**config.mk**
```make
export PLATFORM = sky130hd
export DESIGN_NAME = dcache_top
export DESIGN_NICKNAME = d
export VERILOG_FILES = /design/src/common/dcache_geom_pkg.sv /design/src/common/mem_access_pkg.sv /design/src/dcache/dcache_data_array.sv /design/src/dcache/dcache_miss_ctrl.sv /design/src/dcache/dcache_top.sv /design/src/dcache/tree_plru.sv /design/src/rtl/load_align.sv
export SDC_FILE = /design/constraint.sdc
export NUM_CORES = 2
export LEC_CHECK = 0
export ABC_CLOCK_PERIOD_IN_PS = 16149
export CORE_MARGIN = 2
export CORE_UTILIZATION = 62
export DETAILED_ROUTE_END_ITERATION = 8
export DONT_BUFFER_PORTS = 1
export GPL_TIMING_DRIVEN = 0
export PLACE_DENSITY = 0.76
export SLEW_MARGIN = 10
export SYNTH_ARGS = -nofsm -noshare
export SYNTH_HDL_FRONTEND = slang
export SYNTH_HIERARCHICAL = 1
export SYNTH_SLANG_ARGS = --single-unit
```
**constraint.sdc**
```tcl
create_clock -name clock -period 16.15 [get_ports clock]
set_input_delay 0.8075 -clock clock [delete_from_list [all_inputs] [get_ports clock]]
set_output_delay 0.8075 -clock clock [all_outputs]
set_load 0.02 [all_outputs]
```
**src/common/dcache_geom_pkg.sv**
```systemverilog
package dcache_geom_pkg;

    // Byte address seen by the cache
    localparam int addr_w = 16;

    // 8 sets of 4 ways, 8-byte blocks
    localparam int set_count = 8;
    localparam int set_w = 3;
    localparam int way_count = 4;
    localparam int way_w = 2;

    // Address split is {tag, set, offset}
    localparam int offset_w = 3;
    localparam int tag_w = addr_w - set_w - offset_w;

    // One cache block, viewed at byte, half and word granularity
    typedef union packed {
        logic [7:0][7:0]  bytes;
        logic [3:0][15:0] halves;
        logic [1:0][31:0] words;
    } block_u;

endpackage

```
**src/common/mem_access_pkg.sv**
```systemverilog
package mem_access_pkg;

    // Encoding is log2 of the byte count: 1, 2 or 4 bytes
    typedef enum logic [1:0] {
        size_byte = 2'b00,
        size_half = 2'b01,
        size_word = 2'b10
    } access_size_e;

    // Miss handler states for the memory side
    localparam logic [1:0] miss_idle = 2'b00;
    localparam logic [1:0] miss_request = 2'b01;
    localparam logic [1:0] miss_wait_fill = 2'b10;
    localparam logic [1:0] miss_respond = 2'b11;

endpackage

```
**src/dcache/dcache_data_array.sv**
```systemverilog
`timescale 1ns/1ns

module dcache_data_array (
    input  logic                                  clock,
    input  logic                                  reset,
    input  logic [dcache_geom_pkg::addr_w-1:0]    lookup_addr,
    output logic                                  hit,
    output logic [dcache_geom_pkg::way_w-1:0]     hit_way,
    output dcache_geom_pkg::block_u               hit_block,
    output logic                                  set_full,
    output logic [dcache_geom_pkg::way_w-1:0]     invalid_way,
    input  logic                                  fill_enable,
    input  logic [dcache_geom_pkg::addr_w-1:0]    fill_addr,
    input  logic [dcache_geom_pkg::way_w-1:0]     fill_way,
    input  dcache_geom_pkg::block_u               fill_block,
    input  logic                                  store_enable,
    input  mem_access_pkg::access_size_e          store_size,
    input  logic [31:0]                           store_data
);

    logic [dcache_geom_pkg::tag_w-1:0] tags [dcache_geom_pkg::set_count][dcache_geom_pkg::way_count];
    dcache_geom_pkg::block_u data [dcache_geom_pkg::set_count][dcache_geom_pkg::way_count];
    logic [dcache_geom_pkg::way_count-1:0] valid [dcache_geom_pkg::set_count];

    logic [dcache_geom_pkg::tag_w-1:0]    lookup_tag;
    logic [dcache_geom_pkg::set_w-1:0]    lookup_set;
    logic [dcache_geom_pkg::offset_w-1:0] lookup_offset;
    logic [dcache_geom_pkg::tag_w-1:0]    fill_tag;
    logic [dcache_geom_pkg::set_w-1:0]    fill_set;
    logic                                 fill_dup;

    // Address decode
    assign lookup_tag = lookup_addr[dcache_geom_pkg::addr_w-1 -: dcache_geom_pkg::tag_w];
    assign lookup_set = lookup_addr[dcache_geom_pkg::offset_w +: dcache_geom_pkg::set_w];
    assign lookup_offset = lookup_addr[dcache_geom_pkg::offset_w-1:0];
    assign fill_tag = fill_addr[dcache_geom_pkg::addr_w-1 -: dcache_geom_pkg::tag_w];
    assign fill_set = fill_addr[dcache_geom_pkg::offset_w +: dcache_geom_pkg::set_w];

    // Tag compare across the four ways
    always_comb begin
        hit = 1'b0;
        hit_way = '0;
        for (int w = 0; w < dcache_geom_pkg::way_count; w++) begin
            if (valid[lookup_set][w] && tags[lookup_set][w] == lookup_tag) begin
                hit = 1'b1;
                hit_way = w[dcache_geom_pkg::way_w-1:0];
            end
        end
    end

    assign hit_block = data[lookup_set][hit_way];
    assign set_full = &valid[lookup_set];

    // Lowest invalid way wins, so scan from the top down
    always_comb begin
        invalid_way = '0;
        for (int w = dcache_geom_pkg::way_count - 1; w >= 0; w--) begin
            if (!valid[lookup_set][w]) begin
                invalid_way = w[dcache_geom_pkg::way_w-1:0];
            end
        end
    end

    always_ff @(posedge clock) begin
        if (reset) begin
            for (int s = 0; s < dcache_geom_pkg::set_count; s++) begin
                valid[s] <= '0;
            end
        end else if (fill_enable) begin
            valid[fill_set][fill_way] <= 1'b1;
        end
    end

    // Fill and store never coincide since stores are blocked during a miss
    always_ff @(posedge clock) begin
        if (fill_enable) begin
            data[fill_set][fill_way] <= fill_block;
            tags[fill_set][fill_way] <= fill_tag;
        end else if (store_enable) begin
            case (store_size)
                mem_access_pkg::size_byte:
                    data[lookup_set][hit_way].bytes[lookup_offset] <= store_data[7:0];
                mem_access_pkg::size_half:
                    data[lookup_set][hit_way].halves[lookup_offset[2:1]] <= store_data[15:0];
                default:
                    data[lookup_set][hit_way].words[lookup_offset[2]] <= store_data;
            endcase
        end
    end

    always_comb begin
        fill_dup = 1'b0;
        for (int w = 0; w < dcache_geom_pkg::way_count; w++) begin
            if (valid[fill_set][w] && tags[fill_set][w] == fill_tag) begin
                fill_dup = 1'b1;
            end
        end
    end

    // Miss control must only fill blocks that are absent from the set
    fill_no_duplicate: assert property (
        @(posedge clock) disable iff (reset) fill_enable |-> !fill_dup
    );

endmodule

```
**src/dcache/dcache_miss_ctrl.sv**
```systemverilog
`timescale 1ns/1ns

module dcache_miss_ctrl (
    input  logic                                clock,
    input  logic                                reset,
    input  logic                                load_valid,
    input  logic                                load_miss,
    input  logic                                store_valid,
    input  logic [dcache_geom_pkg::addr_w-1:0]  load_addr,
    input  logic [dcache_geom_pkg::addr_w-1:0]  store_addr,
    input  mem_access_pkg::access_size_e        store_size,
    input  logic [31:0]                         store_data,
    input  logic                                mem_fill_valid,
    output logic                                busy,
    output logic                                mem_read,
    output logic                                mem_write,
    output logic [dcache_geom_pkg::addr_w-1:0]  mem_addr,
    output mem_access_pkg::access_size_e        mem_size,
    output logic [31:0]                         mem_wdata,
    output logic                                fill_enable,
    output logic [dcache_geom_pkg::addr_w-1:0]  miss_addr,
    output logic                                load_done
);

    logic [1:0]                         state;
    logic                               start_miss;
    logic [dcache_geom_pkg::addr_w-1:0] store_addr_r;
    mem_access_pkg::access_size_e       store_size_r;
    logic [31:0]                        store_data_r;

    assign start_miss = load_valid && load_miss;

    always_ff @(posedge clock) begin
        if (reset) begin
            state <= mem_access_pkg::miss_idle;
            load_done <= 1'b0;
            mem_write <= 1'b0;
        end else begin
            // Hit answers next cycle, a miss answers the cycle after the fill
            load_done <= (load_valid && !load_miss) || fill_enable;
            mem_write <= store_valid;
            case (state)
                mem_access_pkg::miss_request: state <= mem_access_pkg::miss_wait_fill;
                mem_access_pkg::miss_wait_fill: begin
                    if (mem_fill_valid) begin
                        state <= mem_access_pkg::miss_respond;
                    end
                end
                // Respond cycle is not busy and may take a new miss
                default: begin
                    state <= start_miss ? mem_access_pkg::miss_request : mem_access_pkg::miss_idle;
                end
            endcase
        end
    end

    always_ff @(posedge clock) begin
        if (start_miss) begin
            miss_addr <= load_addr;
        end
        if (store_valid) begin
            store_addr_r <= store_addr;
            store_size_r <= store_size;
            store_data_r <= store_data;
        end
    end

    assign busy = (state == mem_access_pkg::miss_request) ||
                  (state == mem_access_pkg::miss_wait_fill);
    assign mem_read = (state == mem_access_pkg::miss_request);
    assign fill_enable = (state == mem_access_pkg::miss_wait_fill) && mem_fill_valid;

    // Block read and write-through pulse never overlap
    assign mem_addr = mem_read ?
        {miss_addr[dcache_geom_pkg::addr_w-1:dcache_geom_pkg::offset_w],
         {dcache_geom_pkg::offset_w{1'b0}}} : store_addr_r;
    assign mem_size = mem_read ? mem_access_pkg::size_word : store_size_r;
    assign mem_wdata = store_data_r;

    no_request_while_busy: assert property (
        @(posedge clock) disable iff (reset) busy |-> !(load_valid || store_valid)
    );

    no_fill_when_idle: assert property (
        @(posedge clock) disable iff (reset)
        (state == mem_access_pkg::miss_idle) |-> !mem_fill_valid
    );

endmodule

```
**src/dcache/dcache_top.sv**
```systemverilog
`timescale 1ns/1ns

module dcache_top (
    input  logic                                clock,
    input  logic                                reset,
    input  logic                                load_valid,
    input  logic [dcache_geom_pkg::addr_w-1:0]  load_addr,
    input  mem_access_pkg::access_size_e        load_size,
    input  logic                                load_signed,
    input  logic                                store_valid,
    input  logic [dcache_geom_pkg::addr_w-1:0]  store_addr,
    input  mem_access_pkg::access_size_e        store_size,
    input  logic [31:0]                         store_data,
    input  logic                                mem_fill_valid,
    input  logic [63:0]                         mem_fill_data,
    output logic                                load_done,
    output logic [31:0]                         load_value,
    output logic                                busy,
    output logic                                mem_read,
    output logic                                mem_write,
    output logic [dcache_geom_pkg::addr_w-1:0]  mem_addr,
    output mem_access_pkg::access_size_e        mem_size,
    output logic [31:0]                         mem_wdata
);

    logic [dcache_geom_pkg::addr_w-1:0]   lookup_addr;
    logic [dcache_geom_pkg::addr_w-1:0]   miss_addr;
    logic                                 hit;
    logic                                 set_full;
    logic                                 fill_enable;
    logic                                 plru_update;
    logic [dcache_geom_pkg::way_w-1:0]    hit_way;
    logic [dcache_geom_pkg::way_w-1:0]    invalid_way;
    logic [dcache_geom_pkg::way_w-1:0]    victim_way;
    logic [dcache_geom_pkg::way_w-1:0]    fill_way;
    dcache_geom_pkg::block_u              hit_block;
    dcache_geom_pkg::block_u              fill_block;
    dcache_geom_pkg::block_u              load_block_r;
    logic [dcache_geom_pkg::offset_w-1:0] load_offset_r;
    mem_access_pkg::access_size_e         load_size_r;
    logic                                 load_signed_r;

    // During a miss the arrays look at the missing block for the fill
    assign lookup_addr = busy ? miss_addr : (store_valid ? store_addr : load_addr);
    assign fill_block = mem_fill_data;
    assign fill_way = set_full ? victim_way : invalid_way;
    assign plru_update = ((load_valid || store_valid) && hit) || fill_enable;

    // Load result staging, held across a miss until the fill arrives
    always_ff @(posedge clock) begin
        if (load_valid) begin
            load_offset_r <= load_addr[dcache_geom_pkg::offset_w-1:0];
            load_size_r <= load_size;
            load_signed_r <= load_signed;
        end
        if (fill_enable) begin
            load_block_r <= fill_block;
        end else if (load_valid) begin
            load_block_r <= hit_block;
        end
    end

    dcache_data_array data_array_i (
        .clock(clock), .reset(reset), .lookup_addr(lookup_addr),
        .hit(hit), .hit_way(hit_way), .hit_block(hit_block),
        .set_full(set_full), .invalid_way(invalid_way),
        .fill_enable(fill_enable), .fill_addr(miss_addr), .fill_way(fill_way),
        .fill_block(fill_block), .store_enable(store_valid && hit),
        .store_size(store_size), .store_data(store_data)
    );

    tree_plru plru_i (
        .clock(clock), .reset(reset),
        .lookup_set(lookup_addr[dcache_geom_pkg::offset_w +: dcache_geom_pkg::set_w]),
        .victim_way(victim_way), .update_enable(plru_update),
        .update_set(lookup_addr[dcache_geom_pkg::offset_w +: dcache_geom_pkg::set_w]),
        .update_way(fill_enable ? fill_way : hit_way)
    );

    dcache_miss_ctrl miss_ctrl_i (
        .clock(clock), .reset(reset), .load_valid(load_valid), .load_miss(!hit),
        .store_valid(store_valid), .load_addr(load_addr), .store_addr(store_addr),
        .store_size(store_size), .store_data(store_data),
        .mem_fill_valid(mem_fill_valid), .busy(busy), .mem_read(mem_read),
        .mem_write(mem_write), .mem_addr(mem_addr), .mem_size(mem_size),
        .mem_wdata(mem_wdata), .fill_enable(fill_enable), .miss_addr(miss_addr),
        .load_done(load_done)
    );

    load_align align_i (
        .block(load_block_r), .offset(load_offset_r), .size(load_size_r),
        .signed_load(load_signed_r), .value(load_value)
    );

endmodule

```
**src/dcache/tree_plru.sv**
```systemverilog
`timescale 1ns/1ns

module tree_plru (
    input  logic                               clock,
    input  logic                               reset,
    input  logic [dcache_geom_pkg::set_w-1:0]  lookup_set,
    output logic [dcache_geom_pkg::way_w-1:0]  victim_way,
    input  logic                               update_enable,
    input  logic [dcache_geom_pkg::set_w-1:0]  update_set,
    input  logic [dcache_geom_pkg::way_w-1:0]  update_way
);

    // Per set {node2, node1, node0}
    //      node0
    //     /     \
    //  node1   node2
    //  /  \    /  \
    // w0  w1  w2  w3
    logic [2:0] status [dcache_geom_pkg::set_count];
    logic [2:0] lookup_bits;
    logic [2:0] update_bits;

    assign lookup_bits = status[lookup_set];
    assign update_bits = status[update_set];

    always_comb begin
        if (!lookup_bits[0]) begin
            victim_way = lookup_bits[1] ? 2'd1 : 2'd0;
        end else begin
            victim_way = lookup_bits[2] ? 2'd3 : 2'd2;
        end
    end

    // Point the tree away from the way just touched
    always_ff @(posedge clock) begin
        if (reset) begin
            for (int s = 0; s < dcache_geom_pkg::set_count; s++) begin
                status[s] <= 3'b000;
            end
        end else if (update_enable) begin
            case (update_way)
                2'd0: status[update_set] <= {update_bits[2], 1'b1, 1'b1};
                2'd1: status[update_set] <= {update_bits[2], 1'b0, 1'b1};
                2'd2: status[update_set] <= {1'b1, update_bits[1], 1'b0};
                default: status[update_set] <= {1'b0, update_bits[1], 1'b0};
            endcase
        end
    end

endmodule

```
**src/rtl/load_align.sv**
```systemverilog
`timescale 1ns/1ns

module load_align (
    input  dcache_geom_pkg::block_u               block,
    input  logic [dcache_geom_pkg::offset_w-1:0]  offset,
    input  mem_access_pkg::access_size_e          size,
    input  logic                                  signed_load,
    output logic [31:0]                           value
);

    logic [7:0]  sel_byte;
    logic [15:0] sel_half;

    // Halves and words are assumed naturally aligned
    assign sel_byte = block.bytes[offset];
    assign sel_half = block.halves[offset[2:1]];

    always_comb begin
        case (size)
            mem_access_pkg::size_byte: begin
                value = {{24{signed_load & sel_byte[7]}}, sel_byte};
            end
            mem_access_pkg::size_half: begin
                value = {{16{signed_load & sel_half[15]}}, sel_half};
            end
            default: begin
                value = block.words[offset[2]];
            end
        endcase
    end

endmodule

```
# After elaboration in Yosys (flattened, before gate mapping)
# Memories as Yosys holds them, arrays and structs flattened.
# Index checks and enable logic that the tools add are counted.
# classes
n_reduce_logical,30
bitwise,519
magnitude_cmp,15
n_eq_ne,11
n_mux,612
# ops
operator,count
two-way mux 256 bit,6
two-way mux 1 bit,551
OR 1 bit,515
demux 64 bit (select 2 bit),4
two-way mux 64 bit,8
OR reduction 256 bit,1
binary-select mux 64 bit (select 2 bit),1
two-way mux 32 bit,3
two-way mux 16 bit,5
one-hot mux 32 bit (2 select lines),1
== test 10 bit,4
two-way mux 40 bit,1
binary-select mux 16 bit (select 2 bit),1
demux 16 bit (select 2 bit),1
demux 32 bit (select 1 bit),1
binary-select mux 8 bit (select 3 bit),1
demux 8 bit (select 3 bit),1
two-way mux 2 bit,11
two-way mux 3 bit,7
demux 10 bit (select 2 bit),1
two-way mux 8 bit,2
logical AND 1 bit,15
two-way mux 4 bit,3
two-way mux 10 bit,1
23 further kinds,42
# totals
n_memories,4
word_cells,1202
inputBits,138
regBits,140
ram_bits,2424
# mem_list
name,words,word_bits,read_ports,rd_ports_with_merged_regs,write_ports,line_no,source
data_array_i.data,8,256,1,0,1,dcache_data_array.sv:22,dcache_geom_pkg::block_u data [dcache_geom_pkg::set_count][dcache_geom_pkg::way_count];
data_array_i.tags,8,40,1,0,1,dcache_data_array.sv:21,logic [dcache_geom_pkg::tag_w-1:0] tags [dcache_geom_pkg::set_count][dcache_geom_pkg::way_count];
data_array_i.valid,8,4,1,0,8,dcache_data_array.sv:23,logic [dcache_geom_pkg::way_count-1:0] valid [dcache_geom_pkg::set_count];
plru_i.status,8,3,1,0,8,tree_plru.sv:19,logic [2:0] status [dcache_geom_pkg::set_count];

# Longest topological paths before layout
# An unclocked memory read counts as a cell.
# depth
depth_word,20
mapped_depth,32

# By module
# The synthesis kept the hierarchy.
# by_module_without_submodules
mod,cells_each,instances,area_per_inst_um2
dcache_data_array,5302,1,98393.1
dcache_top,204,1,3358.2
dcache_miss_ctrl,109,1,2428.6
load_align,175,1,1357.6
tree_plru,109,1,1320.0

# Worst setup path before layout
# OpenSTA, ideal clock, no wires.
# synth_path
path_type,input port to flip-flop
from,in store_valid
to,"mem data_array_i/data[0][184] (netlist name), data pin"
arrival_time_ps,7081
path_buffers,9
setup_slack_ps,8792
stages,24
required_time_ps,15873
setup_ps,277
cell_sequence,buf_4 mux2i_1 o21ai_0 buf_6 buf_2 buf_4 buf_2 clkbuf_1 clkbuf_1 mux4_2 mux2i_1 xnor2_1 nor4_1 nand3_1 nand2_1 and2_1 nor2b_1 clkbuf_1 and3_1 clkbuf_1 nor2_1 nor3_1 a221oi_1 a211oi_1
# synth_between
elab_cells_between_ends,570
classes_between,8 x order compare; 4 x eq/ne; 33 x mux; 513 x bitwise; 10 x reduce/logical; 2 x memory
# synth_rtl
item,line_no,source
from (decl),dcache_top.sv:10,"input logic store_valid,"
two-way mux 16 bit * (2 in series),dcache_top.sv:44,assign lookup_addr = busy ? miss_addr : (store_valid ? store_addr : load_addr);
via lookup_addr (one bit),dcache_top.sv:26,logic [dcache_geom_pkg::addr_w-1:0] lookup_addr;
memory (8 x 40 bit),-,
== test 10 bit,dcache_data_array.sv:44,if (valid[lookup_set][w] && tags[lookup_set][w] == lookup_tag) begin
logical AND 1 bit,dcache_data_array.sv:44,
two-way mux 1 bit (3 in series),dcache_data_array.sv:44,
two-way mux 1 bit *,dcache_data_array.sv:44,
via hit,dcache_top.sv:28,logic hit;
logical AND 1 bit *,dcache_top.sv:68,".fill_block(fill_block), .store_enable(store_valid && hit),"
two-way mux 1 bit,dcache_data_array.sv:79,end else if (store_enable) begin
two-way mux 1 bit,dcache_data_array.sv:76,if (fill_enable) begin
"two-way mux 256 bit, on equally long branches","dcache_data_array.sv:82, dcache_data_array.sv:84",
OR 1 bit (no line) (2 in series),-,
OR reduction 256 bit (no line),-,
two-way mux 256 bit (no line) *,-,
to (decl),dcache_data_array.sv:22,
# The timed path passes the listed nets; every way through them passes the cells marked *.

# Worst setup path after layout
# layout_path
from,reg miss_ctrl_i.state[0]
to,"mem data_array_i/data[2][167] (netlist name), data pin"
# layout_between
elab_cells_between_ends,572
classes_between,8 x order compare; 6 x eq/ne; 31 x mux; 513 x bitwise; 12 x reduce/logical; 2 x memory
# layout_rtl
item,line_no,source
from (decl),dcache_miss_ctrl.sv:25,logic [1:0] state;
from (signal assigned),dcache_miss_ctrl.sv:35,state <= mem_access_pkg::miss_idle;
from (signal assigned),dcache_miss_ctrl.sv:43,mem_access_pkg::miss_request: state <= mem_access_pkg::miss_wait_fill;
from (signal assigned),dcache_miss_ctrl.sv:46,state <= mem_access_pkg::miss_respond;
== test 2 x 1 -> 1 bit / == test 2 bit (equally long branches),"dcache_miss_ctrl.sv:68, dcache_miss_ctrl.sv:69",
logical OR 1 bit *,dcache_miss_ctrl.sv:68,assign busy = (state == mem_access_pkg::miss_request) ||
via busy,dcache_top.sv:18,"output logic busy,"
two-way mux 16 bit *,dcache_top.sv:44,
via lookup_addr (one bit),dcache_top.sv:26,
memory (8 x 40 bit),-,
== test 10 bit,dcache_data_array.sv:44,
logical AND 1 bit,dcache_data_array.sv:44,
(+4 left out),-,
via hit,dcache_top.sv:28,
logical AND 1 bit *,dcache_top.sv:68,
two-way mux 1 bit,dcache_data_array.sv:79,
two-way mux 1 bit,dcache_data_array.sv:76,
"two-way mux 256 bit, on equally long branches","dcache_data_array.sv:82, dcache_data_array.sv:84",
OR 1 bit (no line) (2 in series),-,
OR reduction 256 bit (no line),-,
two-way mux 256 bit (no line) *,-,
# Marked as above.

==> flow_metrics.env <==
export IMPL_status="finished with violations"
export IMPL_violations="capacitance limit, slew limit"
export IMPL_num_io_pins=224
export IMPL_cp_max_fo=32
export IMPL_synth_top_area_frac=0.7104
export IMPL_min_period_ps=13240
export IMPL_r2r_slack_ps=2910
export IMPL_hold_viol_final=0
export IMPL_drive_gt1_frac=0.2191
export IMPL_die_y_microns=419.2
export IMPL_path_clk_slew_ps=60
export IMPL_area_delta_synth_final_pct=11.99
export IMPL_gp_congestion=1.098
export IMPL_cts_buffer_depth=3
export IMPL_overflow=0
export IMPL_vias_per_cell=7.497
export IMPL_first_global_vias=62125
export IMPL_drt_total_wl_mm=401.8
export IMPL_endpoint="data_array_i/data[2][167]"
export IMPL_crit_path_frequent_cell="nand2_1"
export IMPL_grt_pass1_wl_mm=530.7
export IMPL_postRouteAntennaNets=0
export IMPL_worstSetupPathType="reg -> reg"
export IMPL_worstPathArrival_ps=13760
export IMPL_drc=0
export IMPL_wl_per_cell_microns=45.38
export IMPL_syn_inst=5899
export IMPL_antenna_found_initial=67
export IMPL_synthesis_nets=6040
export IMPL_grt_max_degree=46
export IMPL_end_kind="flop"
export IMPL_post_cts_buffers=0
export IMPL_drt_pass1_iterations=9
export IMPL_via_count=66382
export IMPL_setup_viol=0
export IMPL_cp_start_kind="flop"
export IMPL_p_leak_nw=38.10
export IMPL_avgSynthCellArea_sq_um=18.11
export IMPL_cap_violations=1
export IMPL_numClockSinks=2564
export IMPL_worstPathRequired_ps=16660
export IMPL_grt_usage=0.4607
export IMPL_nNetsFinal=6406
export IMPL_synth_edf_count=2528
export IMPL_placed_area_sq_um=110800
export IMPL_maxSlewViolCount=9
export IMPL_worstSkewPairLatency_ps=920
export IMPL_cts_inserted_buffers=237
export IMPL_rows=152
export IMPL_synth_flop_cell="edfxtp_1"
export IMPL_ys_warn_count=6
export IMPL_initial_core_util=0.6236
export IMPL_rsz0062_at_grt="no"
export IMPL_yosysUniqueCellTypes=77
export IMPL_timing_fmax_mhz=75.50
export IMPL_die_x_microns=419.2
export IMPL_synth_area_top_cells="edfxtp_1 71%, mux4_2 12%, mux2i_1 3.2%"
export IMPL_cts_max_level=4
export IMPL_p_per_area_nw_per_um2=169.9
export IMPL_synth_top_cell_by_area="edfxtp_1"
export IMPL_tns_ps=0
export IMPL_drt_iter0_markers=11775
export IMPL_final_cell_area_sq_um=119700
export IMPL_design_power_total_w=0.02034
export IMPL_dpl_hpwl_mm=287.8
export IMPL_ys_ff_latch=2564
export IMPL_slowest_delay_ps=1120
export IMPL_cts_root_buf="clkbuf_16"
export IMPL_async_flop_share=0
export IMPL_worst_r2r_cell_count=28
export IMPL_fin_skew_ps=43.22
export IMPL_crit_slowest_cell="nor2_2"
export IMPL_r2r_end="data_array_i/data[2][167]"
export IMPL_syn_area_sq_um=106900
export IMPL_min_period_over_period=0.8201
export IMPL_relSlewSlack=-0.02641
export IMPL_regToRegStartpoint="miss_ctrl_i/state[0]"
export IMPL_startpoint="miss_ctrl_i/state[0]"
export IMPL_seq_area_frac_synth=0.7172
export IMPL_die_area_sq_um=175700
export IMPL_vdd_drop_max_mv=0.1260
export IMPL_core_sq_um=171400
export IMPL_fin_util=0.6984
export IMPL_numPortBuffers=0
export IMPL_tritoncts="built"
export IMPL_worst_pin_slew_ps=1540
export IMPL_min_delay_path_class="in -> reg"
-- report_power, final --
part	switching, W	internal (W)	leakage (nW)	total, W
Combinational	0.00446	0.00266	11.2	0.00712
Sequential	0.000140	0.00751	23.2	0.00765
Clock	0.00244	0.00313	3.73	0.00557
Total	0.00704	0.0133	38.1	0.0203
-- sequential cells by signal (all words and copies together), names as in the netlist --
name and count:
miss_ctrl_i/store_size_r 2, data_array_i/data 2048, data_array_i/valid 32, load_size_r 2, load_signed_r 1, miss_ctrl_i/mem_write 1, miss_ctrl_i/mem_wdata 32, miss_ctrl_i/load_done 1
miss_ctrl_i/state 2, plru_i/status 24, miss_ctrl_i/miss_addr 16, miss_ctrl_i/store_addr_r 16, load_offset_r 3, load_block_r 64, data_array_i/tags 320
-- routing by layer --
metal	track usage	part of all wire	vias up	wire, microns
met3	0.1656	0.15	1322	60530
met1	0.5980	0.33	34071	133500
li1	-	-	24772	-
met4	0.3220	0.085	32	34270
met2	0.6517	0.43	6185	173000
met5	0.004724	0.0013	-	508
-- area by class of cell --
class / count / area, sq um
multi-input cells: 2874 / 28310
repair buffers: 127 / 1774
diodes: 77 / 192.7
inverters: 25 / 98.84
well taps: 2310 / 2890
clock buffers: 303 / 6366
flip-flops and latches: 2564 / 76630
clock inverters: 139 / 1333
plain buffers: 436 / 2068
fillers: 10660 / 51690
-- stage by stage --
step | setup WS (ps) | hold WS (ps) | instances
final | 2906 | 39.64 | 8855
after detailed placement | 3855 | 459.1 | 8257
after global routing | 3135 | 18.55 | 8826
after floorplan | 8792 | 434.8 | 5899
after global placement | 1325 | 442.7 | 8209
after CTS | 3763 | 0.6308 | 8774
-- what timing repair did --
| item | CTS | global route |
|---|---|---|
| resized for setup | 0 | 0 |
| endpoints found under the hold margin | 127 | 0 |
| hold buffers | 75 | 0 |
-- worst min path at each step --
stage                     cells after the start  slack [ps]                      from                        to
after floorplan                               2         430  data_array_i/valid[2][0]  data_array_i/valid[2][0]
after global placement                        2         440  data_array_i/valid[1][0]  data_array_i/valid[1][0]
after detailed placement                      2         460  data_array_i/valid[7][3]  data_array_i/valid[7][3]
after CTS                                     0         0.6                load_valid          load_offset_r[2]
after global routing                          0          20                load_valid          load_offset_r[2]
final                                         0          40                load_valid          load_offset_r[2]
-- Yosys cell counts (all sizes together) (26+ instances only) --
cell       n
edfxtp  2528
mux4     592
nor2     561
mux2i    344
clkbuf   222
buf      214
nand2    187
mux2     154
nor3     130
a21oi    127
a31oi    108
o21ai     93
o31ai     89
nand3     70
nand4     59
or4       52
dfxtp     36
nor4      28
nand2b    26
-- kinds of logic after synthesis --
kind of cell	share of synthesized area
AND/OR/NAND/NOR	0.05071
buffers and inverters	0.01934
AO/OA/AOI/OAI	0.03569
multiplexers	0.1742
flip-flops	0.7172
adder cells (fa/ha/maj)	0.0003513
XOR/XNOR	0.002541
-- critical path: cells and delay by family, from the launching register on --
family,cells,cell delay [ps]
buf+inv,13,6150
fa+ha+maj,1,350
flops,1,370
xor+xnor,1,100
compound gates,1,530
simple gates,10,4500
mux,2,770
-- cell usage in the layout, fill, tap and decap left out, drive strengths merged, types with 12 or more instances in the layout --
cell type    instances
mux4               592
clkbuf             532
o31a                21
dlygate4sd3         74
a221oi              16
nor4                28
mux2               154
edfxtp            2528
a31oi              108
or2                 17
dfxtp               36
clkinv             102
a21oi              127
nand2b              26
bufinv              22
nor2               561
diode               77
o21ai               93
nand4               59
xnor2               22
o31ai               89
nor3               130
nand3               70
inv                 30
a211oi              12
buf                260
or4                 52
nand2              187
mux2i              344
o211ai              23
Power figures use the tool's default switching activity.
